$ cat src/hw/rename_pkg.sv
////////////////////////////////////////////////////////////////////////////
// shared sizes and types for the rename and issue subsystem
// imported by every interface and module of the design
////////////////////////////////////////////////////////////////////////////
package rename_pkg;

  // machine sizes
  localparam int NUM_LREGS  = 16;
  localparam int LREG_BITS  = $clog2(NUM_LREGS);
  localparam int PREG_BITS  = 6;
  localparam int NUM_PREGS  = 64;
  localparam int IMM_BITS   = 8;
  localparam int ISQ_DEPTH  = 4;
  localparam int EXEC_LAT   = 3;

  // pregs not held by the reset map start out in the free list
  localparam int FREE_DEPTH    = NUM_PREGS - NUM_LREGS;
  localparam int FREE_PTR_BITS = $clog2(FREE_DEPTH);
  localparam int FREE_CNT_BITS = $clog2(FREE_DEPTH + 1);
  localparam int ISQ_CNT_BITS  = $clog2(ISQ_DEPTH + 1);

  // opcodes are only carried along, no datapath behind them
  typedef enum logic [2:0] {
    add,
    sub,
    and_op,
    or_op,
    mov
  } op_e;

  // one map entry, ready flag above the preg index (7 bits)
  typedef struct packed {
    logic                 rdy;
    logic [PREG_BITS-1:0] preg;
  } map_entry_t;

  // full logical to physical map, entry 0 in the low bits
  typedef map_entry_t [NUM_LREGS-1:0] reg_map_t;

  typedef struct packed {
    logic                 valid;
    logic [LREG_BITS-1:0] idx;
  } lreg_ref_t;

  typedef struct packed {
    logic                 valid;
    logic [PREG_BITS-1:0] preg;
  } preg_ref_t;

  // decoded instruction as it enters the rename stage
  typedef struct packed {
    op_e                 op;
    lreg_ref_t           src1;
    lreg_ref_t           src2;
    lreg_ref_t           dst;
    logic [IMM_BITS-1:0] imm;
  } inst_t;

  // instruction after renaming, as handed to execution
  typedef struct packed {
    op_e                  op;
    logic [IMM_BITS-1:0]  imm;
    preg_ref_t            psrc1;
    preg_ref_t            psrc2;
    logic                 pdst_valid;
    logic [PREG_BITS-1:0] pdst;
    // preg released once this instruction writes back
    logic                 old_valid;
    logic [PREG_BITS-1:0] old_preg;
  } renamed_inst_t;

  // state of one issue queue slot, moved down on shift
  typedef struct packed {
    logic                 valid;
    inst_t                inst;
    logic [PREG_BITS-1:0] pdst;
    logic                 dst_rdy;
  } slot_t;

endpackage

$ cat src/hw/rename_ifs.sv
////////////////////////////////////////////////////////////////////////////
// dispatch and writeback bundles used between the rename blocks
////////////////////////////////////////////////////////////////////////////
`timescale 1ns/1ns

// allocator to issue queue, transfer when valid and accept are both high
interface dispatch_if
  import rename_pkg::*;
();
  logic                 valid;
  inst_t                inst;
  logic [PREG_BITS-1:0] pdst;
  logic                 accept;

  modport producer (output valid, output inst, output pdst, input accept);
  modport queue (input valid, input inst, input pdst, output accept);
endinterface

// one-cycle pulses from the execution pipe
interface wb_if
  import rename_pkg::*;
();
  // destination preg now holds its result
  logic                 wb_valid;
  logic [PREG_BITS-1:0] wb_preg;
  // superseded preg goes back to the free list
  logic                 free_valid;
  logic [PREG_BITS-1:0] free_preg;

  modport exec (output wb_valid, output wb_preg, output free_valid, output free_preg);
  modport queue (input wb_valid, input wb_preg);
  modport alloc (input free_valid, input free_preg);
endinterface

$ cat src/hw/preg_alloc.sv
////////////////////////////////////////////////////////////////////////////
// physical register allocator, a circular free-list FIFO that tags each
// accepted instruction with the preg at its head
////////////////////////////////////////////////////////////////////////////
`timescale 1ns/1ns

module preg_alloc
  import rename_pkg::*;
(
  input  logic        clk,
  input  logic        rst_n,
  input  logic        inst_valid_i,
  input  inst_t       inst_i,
  output logic        inst_accept_o,
  dispatch_if.producer disp,
  wb_if.alloc         wb
);

  logic [PREG_BITS-1:0]     fifo_q [FREE_DEPTH];
  logic [FREE_PTR_BITS-1:0] rd_ptr_q;
  logic [FREE_PTR_BITS-1:0] wr_ptr_q;
  logic [FREE_CNT_BITS-1:0] count_q;
  logic                     empty;
  logic                     dst_ok;
  logic                     pop;
  logic                     push;

  // wrap at the end of the storage, depth is not a power of two
  function automatic logic [FREE_PTR_BITS-1:0] ptr_inc(input logic [FREE_PTR_BITS-1:0] p);
    logic [FREE_PTR_BITS-1:0] nxt;
    if (p == FREE_PTR_BITS'(FREE_DEPTH - 1))
      nxt = '0;
    else
      nxt = p + 1'b1;
    return nxt;
  endfunction

  assign empty = (count_q == '0);
  // an instruction without destination needs no preg
  assign dst_ok = !empty || !inst_i.dst.valid;

  ////////////////////////////////////////////////////////////////////////////
  // dispatch side
  ////////////////////////////////////////////////////////////////////////////
  assign disp.valid    = inst_valid_i && dst_ok;
  assign disp.inst     = inst_i;
  // head of the list, only consumed when dst is valid
  assign disp.pdst     = fifo_q[rd_ptr_q];
  assign inst_accept_o = disp.accept && dst_ok;

  assign pop  = disp.valid && disp.accept && inst_i.dst.valid;
  assign push = wb.free_valid;

  ////////////////////////////////////////////////////////////////////////////
  // free list storage
  ////////////////////////////////////////////////////////////////////////////
  // after reset the list holds every preg above the identity map
  always_ff @(posedge clk or negedge rst_n)
  begin
    if (!rst_n)
    begin
      for (int i = 0; i < FREE_DEPTH; i++)
        fifo_q[i] <= PREG_BITS'(i + NUM_LREGS);
      rd_ptr_q <= '0;
      wr_ptr_q <= '0;
      count_q  <= FREE_CNT_BITS'(FREE_DEPTH);
    end
    else
    begin
      // returned preg is visible at the head from the next cycle
      if (push)
      begin
        fifo_q[wr_ptr_q] <= wb.free_preg;
        wr_ptr_q         <= ptr_inc(wr_ptr_q);
      end
      if (pop)
        rd_ptr_q <= ptr_inc(rd_ptr_q);
      // push and pop together leave the count alone
      case ({push, pop})
        2'b10:   count_q <= count_q + 1'b1;
        2'b01:   count_q <= count_q - 1'b1;
        default: count_q <= count_q;
      endcase
    end
  end

endmodule

$ cat src/hw/rename_line.sv
////////////////////////////////////////////////////////////////////////////
// one issue queue slot, renames its sources through the incoming map and
// passes the map on with its own destination written in
////////////////////////////////////////////////////////////////////////////
`timescale 1ns/1ns

module rename_line
  import rename_pkg::*;
(
  input  logic                 clk,
  input  logic                 rst_n,
  input  logic                 load_i,
  input  logic                 shift_in_i,
  input  inst_t                inst_i,
  input  logic [PREG_BITS-1:0] pdst_i,
  input  slot_t                next_line_i,
  input  reg_map_t             prv_map_i,
  input  logic                 wb_valid_i,
  input  logic [PREG_BITS-1:0] wb_preg_i,
  output reg_map_t             cur_map_o,
  output renamed_inst_t        renamed_o,
  output logic                 inst_rdy_o,
  output slot_t                line_o
);

  logic                 valid_q;
  logic                 dst_rdy_q;
  inst_t                inst_q;
  logic [PREG_BITS-1:0] pdst_q;

  map_entry_t src1_map;
  map_entry_t src2_map;
  map_entry_t old_map;
  logic       src1_vld;
  logic       src2_vld;
  logic       has_dst;
  logic       src1_rdy;
  logic       src2_rdy;
  logic       own_hit;
  logic       next_hit;

  ////////////////////////////////////////////////////////////////////////////
  // slot registers
  ////////////////////////////////////////////////////////////////////////////
  assign own_hit  = wb_valid_i && (wb_preg_i == pdst_q);
  // entry moving in from above also sees this cycle's writeback
  assign next_hit = wb_valid_i && (wb_preg_i == next_line_i.pdst);

  // load wins over shift, the tail slot is picked by the queue
  always_ff @(posedge clk or negedge rst_n)
  begin
    if (!rst_n)
    begin
      valid_q   <= 1'b0;
      dst_rdy_q <= 1'b0;
    end
    else if (load_i)
    begin
      // new destination blocks everything behind it
      valid_q   <= 1'b1;
      dst_rdy_q <= 1'b0;
    end
    else if (shift_in_i)
    begin
      valid_q   <= next_line_i.valid;
      dst_rdy_q <= next_line_i.dst_rdy || next_hit;
    end
    else if (own_hit)
      dst_rdy_q <= 1'b1;
  end

  always_ff @(posedge clk)
  begin
    if (load_i)
    begin
      inst_q <= inst_i;
      pdst_q <= pdst_i;
    end
    else if (shift_in_i)
    begin
      inst_q <= next_line_i.inst;
      pdst_q <= next_line_i.pdst;
    end
  end

  assign line_o = '{valid: valid_q, inst: inst_q, pdst: pdst_q, dst_rdy: dst_rdy_q};

  ////////////////////////////////////////////////////////////////////////////
  // source lookup and map update
  ////////////////////////////////////////////////////////////////////////////
  assign src1_vld = valid_q && inst_q.src1.valid;
  assign src2_vld = valid_q && inst_q.src2.valid;
  assign has_dst  = valid_q && inst_q.dst.valid;

  assign src1_map = prv_map_i[inst_q.src1.idx];
  assign src2_map = prv_map_i[inst_q.src2.idx];
  // mapping displaced by this destination
  assign old_map  = prv_map_i[inst_q.dst.idx];

  // absent source or empty slot never blocks
  assign src1_rdy   = !src1_vld || src1_map.rdy;
  assign src2_rdy   = !src2_vld || src2_map.rdy;
  assign inst_rdy_o = src1_rdy && src2_rdy;

  always_comb
  begin
    cur_map_o = prv_map_i;
    if (has_dst)
    begin
      cur_map_o[inst_q.dst.idx].rdy  = dst_rdy_q;
      cur_map_o[inst_q.dst.idx].preg = pdst_q;
    end
  end

  // unused preg fields are zeroed
  always_comb
  begin
    renamed_o             = '0;
    renamed_o.op          = inst_q.op;
    renamed_o.imm         = inst_q.imm;
    renamed_o.psrc1.valid = src1_vld;
    renamed_o.psrc2.valid = src2_vld;
    renamed_o.pdst_valid  = has_dst;
    renamed_o.old_valid   = has_dst;
    if (src1_vld)
      renamed_o.psrc1.preg = src1_map.preg;
    if (src2_vld)
      renamed_o.psrc2.preg = src2_map.preg;
    if (has_dst)
    begin
      renamed_o.pdst     = pdst_q;
      renamed_o.old_preg = old_map.preg;
    end
  end

endmodule

$ cat src/hw/issue_queue.sv
////////////////////////////////////////////////////////////////////////////
// in-order issue queue, a shifting chain of rename lines behind a base map
// that absorbs each line as it issues from the head
////////////////////////////////////////////////////////////////////////////
`timescale 1ns/1ns

module issue_queue
  import rename_pkg::*;
(
  input  logic          clk,
  input  logic          rst_n,
  dispatch_if.queue     disp,
  wb_if.queue           wb,
  output logic          issue_valid_o,
  output renamed_inst_t issue_inst_o
);

  reg_map_t                base_map_q;
  logic [ISQ_CNT_BITS-1:0] count_q;
  logic [ISQ_CNT_BITS-1:0] load_idx;
  logic                    transfer;
  logic                    issue;

  // per slot results
  reg_map_t      cur_map_s [ISQ_DEPTH];
  slot_t         line_s    [ISQ_DEPTH];
  renamed_inst_t renamed_s [ISQ_DEPTH];
  logic          rdy_s     [ISQ_DEPTH];

  // set the ready flag of every entry mapped to the written preg
  function automatic reg_map_t mark_ready(input reg_map_t m, input logic v,
                                          input logic [PREG_BITS-1:0] p);
    reg_map_t r;
    r = m;
    for (int i = 0; i < NUM_LREGS; i++)
    begin
      if (v && (r[i].preg == p))
        r[i].rdy = 1'b1;
    end
    return r;
  endfunction

  ////////////////////////////////////////////////////////////////////////////
  // occupancy and slot select
  ////////////////////////////////////////////////////////////////////////////
  assign disp.accept = (count_q < ISQ_CNT_BITS'(ISQ_DEPTH));
  assign transfer    = disp.valid && disp.accept;

  // only the head may leave
  assign issue = line_s[0].valid && rdy_s[0];

  // a load during issue lands behind the shifted entries
  assign load_idx = issue ? (count_q - 1'b1) : count_q;

  always_ff @(posedge clk or negedge rst_n)
  begin
    if (!rst_n)
      count_q <= '0;
    else
    begin
      case ({transfer, issue})
        2'b10:   count_q <= count_q + 1'b1;
        2'b01:   count_q <= count_q - 1'b1;
        default: count_q <= count_q;
      endcase
    end
  end

  ////////////////////////////////////////////////////////////////////////////
  // slot chain
  ////////////////////////////////////////////////////////////////////////////
  for (genvar k = 0; k < ISQ_DEPTH; k++)
  begin : g_slot
    reg_map_t prv_map;
    slot_t    next_line;

    // slot 0 reads the committed map, the others the slot ahead
    if (k == 0)
    begin : g_head
      assign prv_map = base_map_q;
    end
    else
    begin : g_body
      assign prv_map = cur_map_s[k-1];
    end

    // nothing above the last slot, it empties on shift
    if (k == ISQ_DEPTH - 1)
    begin : g_top
      assign next_line = '0;
    end
    else
    begin : g_below
      assign next_line = line_s[k+1];
    end

    rename_line u_line (
      .clk         (clk),
      .rst_n       (rst_n),
      .load_i      (transfer && (load_idx == ISQ_CNT_BITS'(k))),
      .shift_in_i  (issue),
      .inst_i      (disp.inst),
      .pdst_i      (disp.pdst),
      .next_line_i (next_line),
      .prv_map_i   (prv_map),
      .wb_valid_i  (wb.wb_valid),
      .wb_preg_i   (wb.wb_preg),
      .cur_map_o   (cur_map_s[k]),
      .renamed_o   (renamed_s[k]),
      .inst_rdy_o  (rdy_s[k]),
      .line_o      (line_s[k])
    );
  end

  ////////////////////////////////////////////////////////////////////////////
  // base map
  ////////////////////////////////////////////////////////////////////////////
  // reset to identity, all ready
  always_ff @(posedge clk or negedge rst_n)
  begin
    if (!rst_n)
    begin
      for (int i = 0; i < NUM_LREGS; i++)
      begin
        base_map_q[i].rdy  <= 1'b1;
        base_map_q[i].preg <= PREG_BITS'(i);
      end
    end
    else if (issue)
      // issued head folds its destination into the base map
      base_map_q <= mark_ready(cur_map_s[0], wb.wb_valid, wb.wb_preg);
    else
      base_map_q <= mark_ready(base_map_q, wb.wb_valid, wb.wb_preg);
  end

  assign issue_valid_o = issue;
  assign issue_inst_o  = renamed_s[0];

endmodule

$ cat src/hw/exec_pipe.sv
////////////////////////////////////////////////////////////////////////////
// fixed latency execution stand-in, a shift pipe that emits the writeback
// and free pulses EXEC_LAT cycles after issue
////////////////////////////////////////////////////////////////////////////
`timescale 1ns/1ns

module exec_pipe
  import rename_pkg::*;
(
  input  logic          clk,
  input  logic          rst_n,
  input  logic          issue_valid_i,
  input  renamed_inst_t issue_inst_i,
  wb_if.exec            wb
);

  // stage 0 is loaded on the issue edge
  logic [EXEC_LAT-1:0]  wb_v_q;
  logic [EXEC_LAT-1:0]  free_v_q;
  logic [PREG_BITS-1:0] pdst_q [EXEC_LAT];
  logic [PREG_BITS-1:0] old_q  [EXEC_LAT];

  always_ff @(posedge clk or negedge rst_n)
  begin
    if (!rst_n)
    begin
      wb_v_q   <= '0;
      free_v_q <= '0;
    end
    else
    begin
      wb_v_q   <= {wb_v_q[EXEC_LAT-2:0], issue_valid_i && issue_inst_i.pdst_valid};
      free_v_q <= {free_v_q[EXEC_LAT-2:0], issue_valid_i && issue_inst_i.old_valid};
    end
  end

  always_ff @(posedge clk)
  begin
    pdst_q[0] <= issue_inst_i.pdst;
    old_q[0]  <= issue_inst_i.old_preg;
    for (int s = 1; s < EXEC_LAT; s++)
    begin
      pdst_q[s] <= pdst_q[s-1];
      old_q[s]  <= old_q[s-1];
    end
  end

  // last stage drives the broadcast
  assign wb.wb_valid   = wb_v_q[EXEC_LAT-1];
  assign wb.wb_preg    = pdst_q[EXEC_LAT-1];
  assign wb.free_valid = free_v_q[EXEC_LAT-1];
  assign wb.free_preg  = old_q[EXEC_LAT-1];

endmodule

$ cat src/hw/rename_unit_top.sv
////////////////////////////////////////////////////////////////////////////
// rename and issue subsystem top, allocator feeding the issue queue and
// the execution pipe closing the loop through writeback
////////////////////////////////////////////////////////////////////////////
`timescale 1ns/1ns

module rename_unit_top
  import rename_pkg::*;
(
  input  logic                 clk,
  input  logic                 rst_n,
  input  logic                 inst_valid_i,
  input  inst_t                inst_i,
  output logic                 inst_accept_o,
  output logic                 issue_valid_o,
  output renamed_inst_t        issue_inst_o,
  output logic                 wb_valid_o,
  output logic [PREG_BITS-1:0] wb_preg_o
);

  dispatch_if disp ();
  wb_if       wb ();

  // producer, attaches pdst from the free list
  preg_alloc u_alloc (
    .clk           (clk),
    .rst_n         (rst_n),
    .inst_valid_i  (inst_valid_i),
    .inst_i        (inst_i),
    .inst_accept_o (inst_accept_o),
    .disp          (disp),
    .wb            (wb)
  );

  // buffer, renames and issues in order
  issue_queue u_isq (
    .clk           (clk),
    .rst_n         (rst_n),
    .disp          (disp),
    .wb            (wb),
    .issue_valid_o (issue_valid_o),
    .issue_inst_o  (issue_inst_o)
  );

  // consumer, fixed latency writeback
  exec_pipe u_exec (
    .clk           (clk),
    .rst_n         (rst_n),
    .issue_valid_i (issue_valid_o),
    .issue_inst_i  (issue_inst_o),
    .wb            (wb)
  );

  assign wb_valid_o = wb.wb_valid;
  assign wb_preg_o  = wb.wb_preg;

endmodule

$ cat config.mk
export PLATFORM = sky130hd
export DESIGN_NAME = rename_unit_top
export DESIGN_NICKNAME = d
export VERILOG_FILES = /design/src/hw/rename_pkg.sv /design/src/hw/rename_ifs.sv /design/src/hw/preg_alloc.sv /design/src/hw/rename_line.sv /design/src/hw/issue_queue.sv /design/src/hw/exec_pipe.sv /design/src/hw/rename_unit_top.sv
export SDC_FILE = /design/constraint.sdc
export NUM_CORES = 1
export LEC_CHECK = 0
export BUFFER_PORTS_ARGS = -buffer_cell sky130_fd_sc_hd__buf_2
export CELL_PAD_IN_SITES_DETAIL_PLACEMENT = 1
export CELL_PAD_IN_SITES_GLOBAL_PLACEMENT = 1
export CORE_UTILIZATION = 57
export CTS_CLUSTER_DIAMETER = 80
export DETAILED_ROUTE_END_ITERATION = 10
export PLACE_DENSITY = 0.91
export SLEW_MARGIN = 15
export SYNTH_ARGS = -nofsm -noshare
export SYNTH_HDL_FRONTEND = slang
export SYNTH_SLANG_ARGS = --single-unit
$ cat constraint.sdc
create_clock -name clk -period 7.3 [get_ports clk]
set_clock_uncertainty 0.15 [all_clocks]
set_input_delay 0.73 -clock clk [delete_from_list [all_inputs] [get_ports clk]]
set_output_delay 0.73 -clock clk [all_outputs]
set_load 0.05 [all_outputs]
# Word level (Yosys, flattened, before mapping)
# Memories as Yosys holds them, arrays and structs flattened.
# Cells that the tools add are included.
# op_classes
reduce_logical	108
bitwise_logic	2
magnitude_cmp	8
eq_ne	61
mux	97
addsub	6
# op_table
operator	n
288-bit bitwise mux	1
112-bit bitwise mux	2
112-bit two-way mux	2
6-bit equality test	36
26-bit two-way mux	8
6-bit two-way mux	19
7-bit binary-select mux with 4-bit select	3
7-bit demux with 4-bit select	2
1-bit logical AND	53
1-bit two-way mux	52
3-bit != test (second input constant)	16
2-bit nonzero test	22
6-bit binary-select mux with 6-bit select	1
6-bit demux with 6-bit select	1
2-bit AND reduction	16
7-bit two-way mux	3
6-bit by 1-bit adder with 6-bit output (second input constant)	3
4-bit by 5-bit less-than comparator with 1-bit output (second input constant)	3
7-bit greater-or-equal comparator (second input constant)	2
6-bit NOT with 7-bit output	2
6-bit equality test (second input constant)	2
6-bit logical NOT	2
6-bit case mux with 2 select lines	1
3-bit nonzero test	4
other kinds (15)	26
# totals
register_bits	563
mem_bits_rw	36
memories	2
out_inout_bits	48
wordCells	414
input_bits	29
# memory_table
name	words	width	read_ports	rd_ports_with_merged_regs	wr	line_no	rtl
u_exec.old_q	3	6	3	0	3	exec_pipe.sv:21	logic [PREG_BITS-1:0] old_q [EXEC_LAT];
u_exec.pdst_q	3	6	3	0	3	exec_pipe.sv:20	logic [PREG_BITS-1:0] pdst_q [EXEC_LAT];

# Longest topological paths before layout
# Gate-level depths: netlist (run 1).
# logic_depth
depth_word	11
mapped_depth	15
ltp_nobuf	13

# By module
# Synthesis (run 1) repeated with hierarchy kept, for this count alone.
# unflattened
hier_cells	3673
area_unflattened_um2	46469.6
# by_module_without_submodules
module	cells_per_inst	area_each_um2	instances	seq_area_each_um2
rename_line (u_isq.g_slot[0].u_line ...)	451	5900.7	3	1011.0
preg_alloc	1039	14881.8	1	7860.0
issue_queue	774	7029.2	1	2937.8
rename_line (u_isq.g_slot[3].u_line)	451	5883.1	1	1011.0
exec_pipe	56	973.4	1	870.8

# Worst setup path after synthesis (run 1)
# Ideal clock, no wire load.
# synth_path
path_type	input-to-reg
startpoint	input inst_i[12] (netlist bit)
endpoint	register u_isq.g_slot[1].u_line.inst_q, in the netlist u_isq.g_slot[1].u_line.line_o[10] (enable)
slack_ns	2.103
n_path_buf	1
setup_time_ns	0.466
t_required_ns	6.684
path_stages	6
arrival_ns	4.581
cell_sequence	nor4b_1 > a21oi_1 > and2_1 > clkbuf_1 > nand2_1 > o21ai_0
# synth_between
elab_chain_len	6
# synth_lines
item	line_no	rtl
start, declared	rename_unit_top.sv:13	input inst_t inst_i,
1-bit logical NOT	preg_alloc.sv:40	assign dst_ok = !empty || !inst_i.dst.valid;
1-bit logical OR	preg_alloc.sv:40	
1-bit logical AND	preg_alloc.sv:45	assign disp.valid = inst_valid_i && dst_ok;
1-bit logical AND	issue_queue.sv:47	assign transfer = disp.valid && disp.accept;
1-bit logical AND	issue_queue.sv:100	.load_i (transfer && (load_idx == ISQ_CNT_BITS'(k))),
2-bit nonzero test (no line)	n/a	
end signal, assigned	rename_line.sv:76	inst_q <= inst_i;
end signal, assigned	rename_line.sv:81	inst_q <= next_line_i.inst;
end, declared	rename_line.sv:28	inst_t inst_q;
# No other way between the ends.
# A chain may end at the register's enable or synchronous reset.

# Worst setup path after layout (run 1)
# layout_path
startpoint	register u_isq.g_slot[0].u_line.inst_q, in the netlist u_isq.g_slot[0].u_line.line_o[20]
endpoint	register u_isq.g_slot[1].u_line.inst_q, in the netlist u_isq.g_slot[1].u_line.line_o[8] (data pin)
# layout_between
elab_chain_len	9
# layout_lines
item	line_no	rtl
start, declared	rename_line.sv:28	
start signal, assigned	rename_line.sv:76	
start signal, assigned	rename_line.sv:81	
7-bit binary-select mux with 4-bit select	rename_line.sv:96	assign src2_map = prv_map_i[inst_q.src2.idx];
7-bit two-way mux (implied by the code)	rename_line.sv:96	
1-bit logical OR	rename_line.sv:102	assign src2_rdy = !src2_vld || src2_map.rdy;
1-bit logical AND	rename_line.sv:103	assign inst_rdy_o = src1_rdy && src2_rdy;
1-bit logical AND	issue_queue.sv:50	assign issue = line_s[0].valid && rdy_s[0];
3-bit two-way mux	issue_queue.sv:53	assign load_idx = issue ? (count_q - 1'b1) : count_q;
3-bit by 1-bit equality test with 1-bit output	issue_queue.sv:100	
1-bit logical AND	issue_queue.sv:100	
26-bit two-way mux	rename_line.sv:74	if (load_i)
# No other way between the ends. The select of a mux whose other input is x is not followed.

==> metrics.log, run 1 <==
INFO  metric critical_path_arrival = between 5 and 6 ns
INFO  metric cts.reportedPaths.clkPinSlew = ~0.070 ns
INFO  metric postCtsSetupBuffers = 0
INFO  metric cts_max_path_buffers = 3
INFO  metric floorplan.core_area = between 50000 and 60000 µm²
INFO  metric drtAntennaViolNets = 0
INFO  metric cts_resized = 0
INFO  metric flow.area_growth_from_synthesis = 9.49%
INFO  metric clock_insertion_delay_worst_skew = 0.64 ns
INFO  metric cts.sinks = between 500 and 600
INFO  metric cts-htree-levels = 3
INFO  metric placement.setup.worst_slack = just over 2 ns
INFO  metric synth_enable_flop_cells = between 100 and 150
INFO  metric start_util = ~58%
INFO  metric layout.cell_area.non_filler = 35600 µm²
INFO  metric place_congestion = slightly below 1
INFO  metric grt_setup_unrepaired = false
INFO  metric max_slew_margin = between 10% and 20%
INFO  metric chipHeight = around 240 µm
INFO  metric all_layer_gr_usage = a little under two fifths
INFO  metric finalWorstSetupSlack = around 1.9 ns
INFO  metric root_buffer = sky130_fd_sc_hd__clkbuf_16
INFO  metric timing_max_transition_violations_final = 0
INFO  metric detailedRoute.firstPassIterationCount = 6
INFO  metric outcome = completed
INFO  metric yosysWarningCount = 0
INFO  metric via_per_inst = 6.98
INFO  metric grt_first_pass_wirelength = about 160 mm
INFO  metric timing.final.crit_period = around 5.4 ns
INFO  metric drc = 0
INFO  metric synth_largest_area_cell = sky130_fd_sc_hd__dfrtp_1
INFO  metric critical_path_class = reg -> reg
INFO  metric pwr_density_cell = 440 nW/µm²
INFO  metric place_hpwl = ~65 mm
INFO  metric synthTopCellsByArea = sky130_fd_sc_hd__dfrtp_1 (17%), sky130_fd_sc_hd__dfstp_2 (17%), sky130_fd_sc_hd__mux2_2 (15%)
INFO  metric crit_family = simple AND/OR/NAND/NOR gates
INFO  metric cp_cell_sequence = buf_4 > mux4_2 > mux2i_1 > a22oi_1 > nand3_4 > inv_2 > nor3_2 > nor2_4 > mux2_2
INFO  metric final_nets = 2472
INFO  metric setup.worst_path.end_class = register
INFO  metric final_layout_size_suffix_gt1_share = 43.7%
INFO  metric critical-path-slowest-cell = sky130_fd_sc_hd__edfxtp_1
INFO  metric synth_flop_cell = sky130_fd_sc_hd__dfrtp_1
INFO  metric netlist_top_cells_count = sky130_fd_sc_hd__mux2_2 (422), sky130_fd_sc_hd__dfrtp_1 (222), sky130_fd_sc_hd__dfstp_2 (210), sky130_fd_sc_hd__mux4_2 (175), sky130_fd_sc_hd__nand2_1 (175)
INFO  metric number_of_placement_rows = a little under 90
INFO  metric peakVddDrop = roughly 0.42 mV
INFO  metric cell_with_the_most_instances_after_synthesis = sky130_fd_sc_hd__mux2_2
INFO  metric syn_avg_cell_area = 13.2 µm²
INFO  metric maxClockFrequency = roughly 0.19 GHz
INFO  metric asyncSetResetFlopFracSynth = roughly 72%
INFO  metric setup-tns-final = 0 ns
INFO  metric drv.max_cap_violation_count = 0
INFO  metric cts-hold-fix-buffers = 0
INFO  metric ys_seq_elements = just under 600
INFO  metric timing.final.hold_violations = 0
INFO  metric yosysUniqueCellTypes = 68
INFO  metric yosysSeqAreaShare = about half
INFO  metric detail_route.wl_per_cell = about 32 µm
INFO  metric finalSetupViolations = 0
INFO  metric drt_iter0_drc = roughly 2400
INFO  metric start_kind = register
INFO  metric pin_count = 77
INFO  metric number_of_antenna_violations_at_the_first_check_in_global_routing = 2
INFO  metric detailed_place.area = ~33000 µm²
INFO  metric port_buffers = 76
INFO  metric gate_count_of_the_mapped_netlist = between 2000 and 2500
INFO  metric synth_area = around 33000 µm²
INFO  metric routed_wl = 104 mm
INFO  metric via_count = around 23000
INFO  metric tightest_slew = 1.23 ns
INFO  metric grt_pass1_vias = 24700
INFO  metric fp.dieArea = between 50000 and 60000 µm²
INFO  metric critPathRequiredTime = ~7.5 ns
INFO  metric crit_fanout = 40
INFO  metric worst-r2r-setup-slack = around 1.9 ns
INFO  metric grt_max_degree = 158
INFO  metric cts_made_buffers = 67
INFO  metric hold_path_class = in -> async
INFO  metric final_min_period_over_clock_period = between 70% and 80%
INFO  metric netlist.area_leader.share = ~17%
INFO  metric synth_net_count = 2495
INFO  metric leakagePower = around 15 nW
INFO  metric crit_path_max_incr_delay = between 0.9 and 1 ns
INFO  metric cts_tree = yes
INFO  metric grt_overflow = 0
INFO  metric number_of_inserted_diodes = 0
INFO  metric chipWidth = between 200 and 250 µm
INFO  metric count_of_buffering_cells_on_the_critical_path_with_inverters_included = 2
[report_power, final]
| group | total [mW] | internal [mW] | switching [mW] | leakage, nW |
|---|---|---|---|---|
| Clock | 3.58 | 2.08 | 1.50 | 1.12 |
| Combinational | 6.36 | 2.40 | 3.96 | 6.99 |
| Sequential | 5.73 | 4.58 | 1.15 | 6.73 |
[worst reg2reg max path, stage by stage (launching register included)]
cell and delay (ns):
sky130_fd_sc_hd__edfxtp_1 0.96, sky130_fd_sc_hd__buf_4 0.43, sky130_fd_sc_hd__mux4_2 0.28, sky130_fd_sc_hd__mux2i_1 0.08
sky130_fd_sc_hd__a22oi_1 0.36, sky130_fd_sc_hd__nand3_4 0.43, sky130_fd_sc_hd__inv_2 0.87, sky130_fd_sc_hd__nor3_2 0.27
sky130_fd_sc_hd__nor2_4 0.85, sky130_fd_sc_hd__mux2_2 0.46
[final timing paths]
kind | cells after the start | endpoint | startpoint
max | 9 | u_isq.g_slot[1].u_line.line_o[8]$_DFFE_PP_ | u_isq.g_slot[0].u_line.line_o[20]$_DFFE_PP_
min | 1 | u_alloc.fifo_q[85]$_DFFE_PN0P_ | rst_n
max reg2reg | 9 | u_isq.g_slot[1].u_line.line_o[8]$_DFFE_PP_ | u_isq.g_slot[0].u_line.line_o[20]$_DFFE_PP_
min reg2reg | 0 | u_exec.pdst_q[0][6]$_DFF_P_ | u_exec.pdst_q[0][0]$_DFF_P_
max in group asynchronous | 2 | u_alloc.rd_ptr_q[0]$_DFFE_PN0N_ | rst_n
min in group clk | 0 | u_exec.pdst_q[0][6]$_DFF_P_ | u_exec.pdst_q[0][0]$_DFF_P_
[area by class of cell]
cell class / count / area, µm²
multi-input cells: 1638 / 15900
clock inverters: 31 / 442
clock buffers: 93 / 1870
well taps: 756 / 946
fillers: 5310 / 20800
inverters: 20 / 75.1
flip-flops and latches: 596 / 15700
repair buffers: 112 / 706
[cell usage in the layout (no fill, tap or decap), types with 12 or more instances in the layout]
master and n:
sky130_fd_sc_hd__nor2_1 111, sky130_fd_sc_hd__dfstp_2 210, sky130_fd_sc_hd__mux4_2 175, sky130_fd_sc_hd__and2_1 37
sky130_fd_sc_hd__mux2i_1 120, sky130_fd_sc_hd__a22oi_1 12, sky130_fd_sc_hd__o21ai_0 26, sky130_fd_sc_hd__edfxtp_1 128
sky130_fd_sc_hd__buf_2 75, sky130_fd_sc_hd__nor2b_1 19, sky130_fd_sc_hd__dfrtp_1 220, sky130_fd_sc_hd__nand2b_1 17
sky130_fd_sc_hd__dfxtp_1 30, sky130_fd_sc_hd__clkbuf_1 19, sky130_fd_sc_hd__o32ai_1 12, sky130_fd_sc_hd__mux2_4 32
sky130_fd_sc_hd__nor4_1 28, sky130_fd_sc_hd__nor3_1 31, sky130_fd_sc_hd__clkbuf_16 69, sky130_fd_sc_hd__nand3_1 25
sky130_fd_sc_hd__xnor2_1 80, sky130_fd_sc_hd__and3_1 36, sky130_fd_sc_hd__a22o_1 15, sky130_fd_sc_hd__buf_4 33
sky130_fd_sc_hd__xor2_1 99, sky130_fd_sc_hd__inv_1 19, sky130_fd_sc_hd__nand2_1 175, sky130_fd_sc_hd__a221oi_1 12
sky130_fd_sc_hd__nand4_1 26, sky130_fd_sc_hd__a21oi_1 28, sky130_fd_sc_hd__mux2_2 422
[per-stage QoR]
stage | power (mW) | utilization [%] | std cells | hold WS (ns)
floorplan | 9.78 | - | 2458 | 0.160
global placement | 11.3 | 59.0 | 3121 | 0.163
detailed placement | 11.8 | 59.0 | 3121 | 0.163
CTS | 15.5 | 63.1 | 3245 | 0.105
global route | 16.2 | 63.2 | 3246 | 0.125
finish | 15.7 | 63.2 | 3246 | 0.0197
[logic make-up (layout without fill, tap and decap cells)]
| logic type | Yosys count | in the layout | share of synthesized area, % |
|---|---|---|---|
| xor gates and xnor gates | 179 | 179 | 4.82 |
| buffers and inverters | 224 | 256 | 3.08 |
| AOI/OAI and AO/OA | 153 | 153 | 3.32 |
| muxes | 759 | 759 | 32.2 |
| DFF | 596 | 596 | 48.1 |
| and+or+nand+nor | 539 | 539 | 8.19 |
| adders and majority gates | 8 | 8 | 0.308 |
[state kept, by name, indices dropped and copies added (netlist names)]
signal,flops
u_alloc.fifo_q,288
u_isq.base_map_q,112
u_isq.g_slot.u_line.line_o,104
u_isq.g_slot.u_line.pdst_q,24
u_exec.old_q,18
u_exec.pdst_q,18
u_alloc.count_q,6
u_alloc.rd_ptr_q,6
u_alloc.wr_ptr_q,6
u_isq.g_slot.u_line.dst_rdy_q,4
u_isq.g_slot.u_line.valid_q,4
u_exec.free_v_q,3
u_isq.count_q,3
[layer usage]
layer	vias to the layer above	wire length, µm	track usage, %
li1	9010	-	-
met1	11800	37100	44.5
met2	1388	51400	61.2
met3	482	8590	7.67
met4	4	6860	21.8
met5	-	27	0
Power figures use the tool's default switching activity.
==> run 2, diff against run 1 <==
Settings changed: CORE_UTILIZATION 57 to 48, PLACE_DENSITY 0.91 to 0.82.
Clock period 7.3 ns to 4.4 ns, I/O delays scaled along.
==> run 2 against run 1 <==
Register-to-register slack worse by 1.3 ns. Cell area up 1.4%. Hold slack improved by 0.0082 ns. Critical path depth down 4. Wire length is 5.0% lower. First-iteration DRC count down 21%. Final cell count is 4.9% higher. Total power increased by 64%. Clock power increased by 61%. Sequential cell count did not move. Sequential power up 67%. Highest routed layer is now met4.
==> metrics.log, run 2 (synthesis gave the netlist of run 1 again) <==
INFO  metric outcome = completed
INFO  metric number_of_antenna_violations_at_the_first_check_in_global_routing = 0 (-2)
INFO  metric cts.reportedPaths.clkPinSlew = 0.06 ns (about the same)
INFO  metric clock_insertion_delay_worst_skew = 0.63 ns (about the same)
INFO  metric drc = 0 (unchanged)
INFO  metric grt_first_pass_wirelength = 153 mm (-3.5%)
INFO  metric critical_path_class = reg -> out
INFO  metric p_int = 15.1 mW (+66%)
INFO  metric cts-hold-fix-buffers = 11 (+11)
INFO  metric rr_endpoint = u_isq.g_slot[0].u_line.pdst_q[3]$_DFFE_PP_
INFO  metric peakVddDrop = 0.499 mV (+19%)
INFO  metric worst-r2r-setup-slack = 0.61 ns (-1.28 ns)
INFO  metric critical_path_arrival = 3.43 ns (-2.19 ns)
INFO  metric timing.final.hold_violations = 0 (unchanged)
INFO  metric cts-htree-levels = 3 (unchanged)
INFO  metric grt_setup_unrepaired = false
INFO  metric critical_path.reg2reg.startpoint = u_alloc.rd_ptr_q[0]$_DFFE_PN0N_
INFO  metric finish.utilization = 53.8% (-9.4 points)
INFO  metric routed_wl = 98.8 mm (-5.0%)
INFO  metric finalSetupViolations = 0 (unchanged)
INFO  metric tightest_slew = 1.14 ns (-0.0921 ns)
INFO  metric cts_resized = 0 (unchanged)
INFO  metric detailed_place.area = 33700 µm² (+1.4%)
INFO  metric cts_max_path_buffers = 3 (unchanged)
INFO  metric cts_tree = yes
INFO  metric min_from = inst_i[10]
INFO  metric chipHeight = 262 µm (+8.9%)
INFO  metric final_nets = 2515 (+1.7%)
INFO  metric port_buffers = 76 (unchanged)
INFO  metric switchingPower = 10.6 mW (+60%)
INFO  metric largest_reg_flops = 288 (unchanged)
INFO  metric top_register = u_alloc.fifo_q
INFO  metric setup.worst_path.end_class = output port
INFO  metric share_comb_of_total_power = 40.1% (-0.5 points)
INFO  metric pin_count = 77 (unchanged)
INFO  metric sw_frac_of_total = 41.3% (-0.91 points)
INFO  metric grt_overflow = 0 (unchanged)
INFO  metric drt_iter0_drc = 1902 (-21%)
INFO  metric place_congestion = 0.980 (+1.7%)
INFO  metric setup-tns-final = 0 ns (unchanged)
INFO  metric drtAntennaViolNets = 0 (unchanged)
INFO  metric final_min_period_over_clock_period = 91.4%
INFO  metric final_common_cell = sky130_fd_sc_hd__mux2_2
INFO  metric leakagePower = 15.0 nW (+1.4%)
INFO  metric hold_path_class = in -> reg
INFO  metric floorplan.core_area = 67200 µm² (+19%)
INFO  metric finalWorstSetupSlack = 0.380 ns (-1.52 ns)
INFO  metric flow.area_growth_from_synthesis = 11.0%
INFO  metric all_layer_gr_usage = 29.0% (-7.9 points)
INFO  metric pwr_density_cell = 710 nW/µm² (+61%)
INFO  metric max_slew_margin = 23.7% (+5.9 points)
INFO  metric start_util = 48.5% (-9.3 points)
INFO  metric placement.setup.worst_slack = 0.667 ns (-1.38 ns)
INFO  metric via_per_inst = 6.42 (-8.0%)
INFO  metric final_layout_size_suffix_gt1_share = 44.3% (+0.64 points)
INFO  metric crit_fanout = 21 (-48%)
INFO  metric sequentialPowerShare = 37.4% (+0.8 points)
INFO  metric number_of_placement_rows = 95 (+9.2%)
INFO  metric layout.cell_area.non_filler = 36100 µm² (+1.4%)
INFO  metric critPathRequiredTime = 3.81 ns (-3.71 ns)
INFO  metric postCtsSetupBuffers = 0 (unchanged)
INFO  metric number_of_inserted_diodes = 0 (unchanged)
INFO  metric timing.final.crit_period = between 4 and 5 ns
INFO  metric holdPathEnd = u_isq.g_slot[0].u_line.line_o[17]$_DFFE_PP_
INFO  metric fp.dieArea = 68800 µm² (+19%)
INFO  metric cts_made_buffers = 67 (unchanged)
INFO  metric place_hpwl = 64.9 mm (-0.18%)
INFO  metric cts.sinks = 596 (unchanged)
INFO  metric grt_max_degree = 115 (-27%)
INFO  metric detailedRoute.firstPassIterationCount = 6 (unchanged)
INFO  metric root_buffer = sky130_fd_sc_hd__clkbuf_16
INFO  metric chipWidth = 262 µm (+8.9%)
INFO  metric detail_route.wl_per_cell = 29.0 µm (-9.5%)
INFO  metric r2r.worst_path.cells = 8 (-1)
INFO  metric via_count = 21900 (-3.5%)
INFO  metric whs_path_depth = 3
INFO  metric start_kind = register
INFO  metric highest_count_cells_in_the_layout_ignoring_fill_and_taps = sky130_fd_sc_hd__mux2_2 (422), sky130_fd_sc_hd__dfrtp_1 (220), sky130_fd_sc_hd__dfstp_2 (210)
INFO  metric timing_max_transition_violations_final = 0 (unchanged)
INFO  metric grt_pass1_vias = 24100 (-2.2%)
INFO  metric fin_total_pwr = 25.7 mW (+64%)
INFO  metric drv.max_cap_violation_count = 0 (unchanged)
INFO  metric maxClockFrequency = 0.249 GHz
INFO  metric clock_power_share = 22.5% (-0.3 points)
[run 2: area by class of cell]
| type | instances | area, µm² |
|---|---|---|
| well taps | 873 | 1090 |
| clock inverters | 20 | 236 |
| inverters | 20 | 75.1 |
| flip-flops and latches | 596 | 15700 |
| repair buffers | 155 | 1100 |
| fillers | 6558 | 31000 |
| clock buffers | 104 | 2040 |
| multi-input cells | 1638 | 15900 |
[run 2: stage by stage]
step           cells  hold WS [ns]
2_1_floorplan   2458      -0.00559
3_3_place_gp    3271         0.164
3_5_place_dp    3271         0.163
4_1_cts         3406       0.00895
5_1_grt         3406        0.0347
6_report        3406        0.0279
[run 2: worst max-delay path by stage]
stage | slack, ns | depth (start not counted) | endpoint | startpoint
floorplan | -0.52 | 6 | u_isq.g_slot[1].u_line.line_o[10]$_DFFE_PP_ | u_alloc.count_q[4]$_DFFE_PN1P_
global placement | 0.76 | 8 | u_isq.g_slot[2].u_line.pdst_q[1]$_DFFE_PP_ | u_alloc.rd_ptr_q[0]$_DFFE_PN0N_
detailed placement | 0.67 | 8 | u_isq.g_slot[2].u_line.pdst_q[3]$_DFFE_PP_ | u_alloc.rd_ptr_q[0]$_DFFE_PN0N_
CTS | 0.33 | 5 | issue_inst_o[2] | u_isq.g_slot[0].u_line.line_o[15]$_DFFE_PP_
global route | 0.24 | 5 | issue_inst_o[2] | u_isq.g_slot[0].u_line.line_o[15]$_DFFE_PP_
finish | 0.38 | 5 | issue_inst_o[2] | u_isq.g_slot[0].u_line.line_o[15]$_DFFE_PP_
[run 2: worst max-delay path, stage by stage, from the launching register on]
cell and delay, ns:
sky130_fd_sc_hd__edfxtp_1 0.70, sky130_fd_sc_hd__buf_4 0.49, sky130_fd_sc_hd__mux4_2 0.60, sky130_fd_sc_hd__mux4_2 0.54, sky130_fd_sc_hd__and2_1 0.23, sky130_fd_sc_hd__buf_2 0.22
[run 2: power by group through the flow]
stage	sequential [mW]	clock (mW)	combinational, mW
after global placement	9.45	0	9.80
after floorplan	8.34	0	7.88
after detailed placement	9.57	0	10.1
final	9.59	5.77	10.3
after global routing	9.71	6.05	10.9
after CTS	9.51	5.86	10.2
[run 2: metal layers]
metal,vias to the layer above,GRT usage [%],part of all wire [%]
met1,11600,37.3,40
met4,0,13.8,4.7
met5,-,0,0
met2,902,48.4,49
met3,264,4.24,6.3
li1,9111,-,-
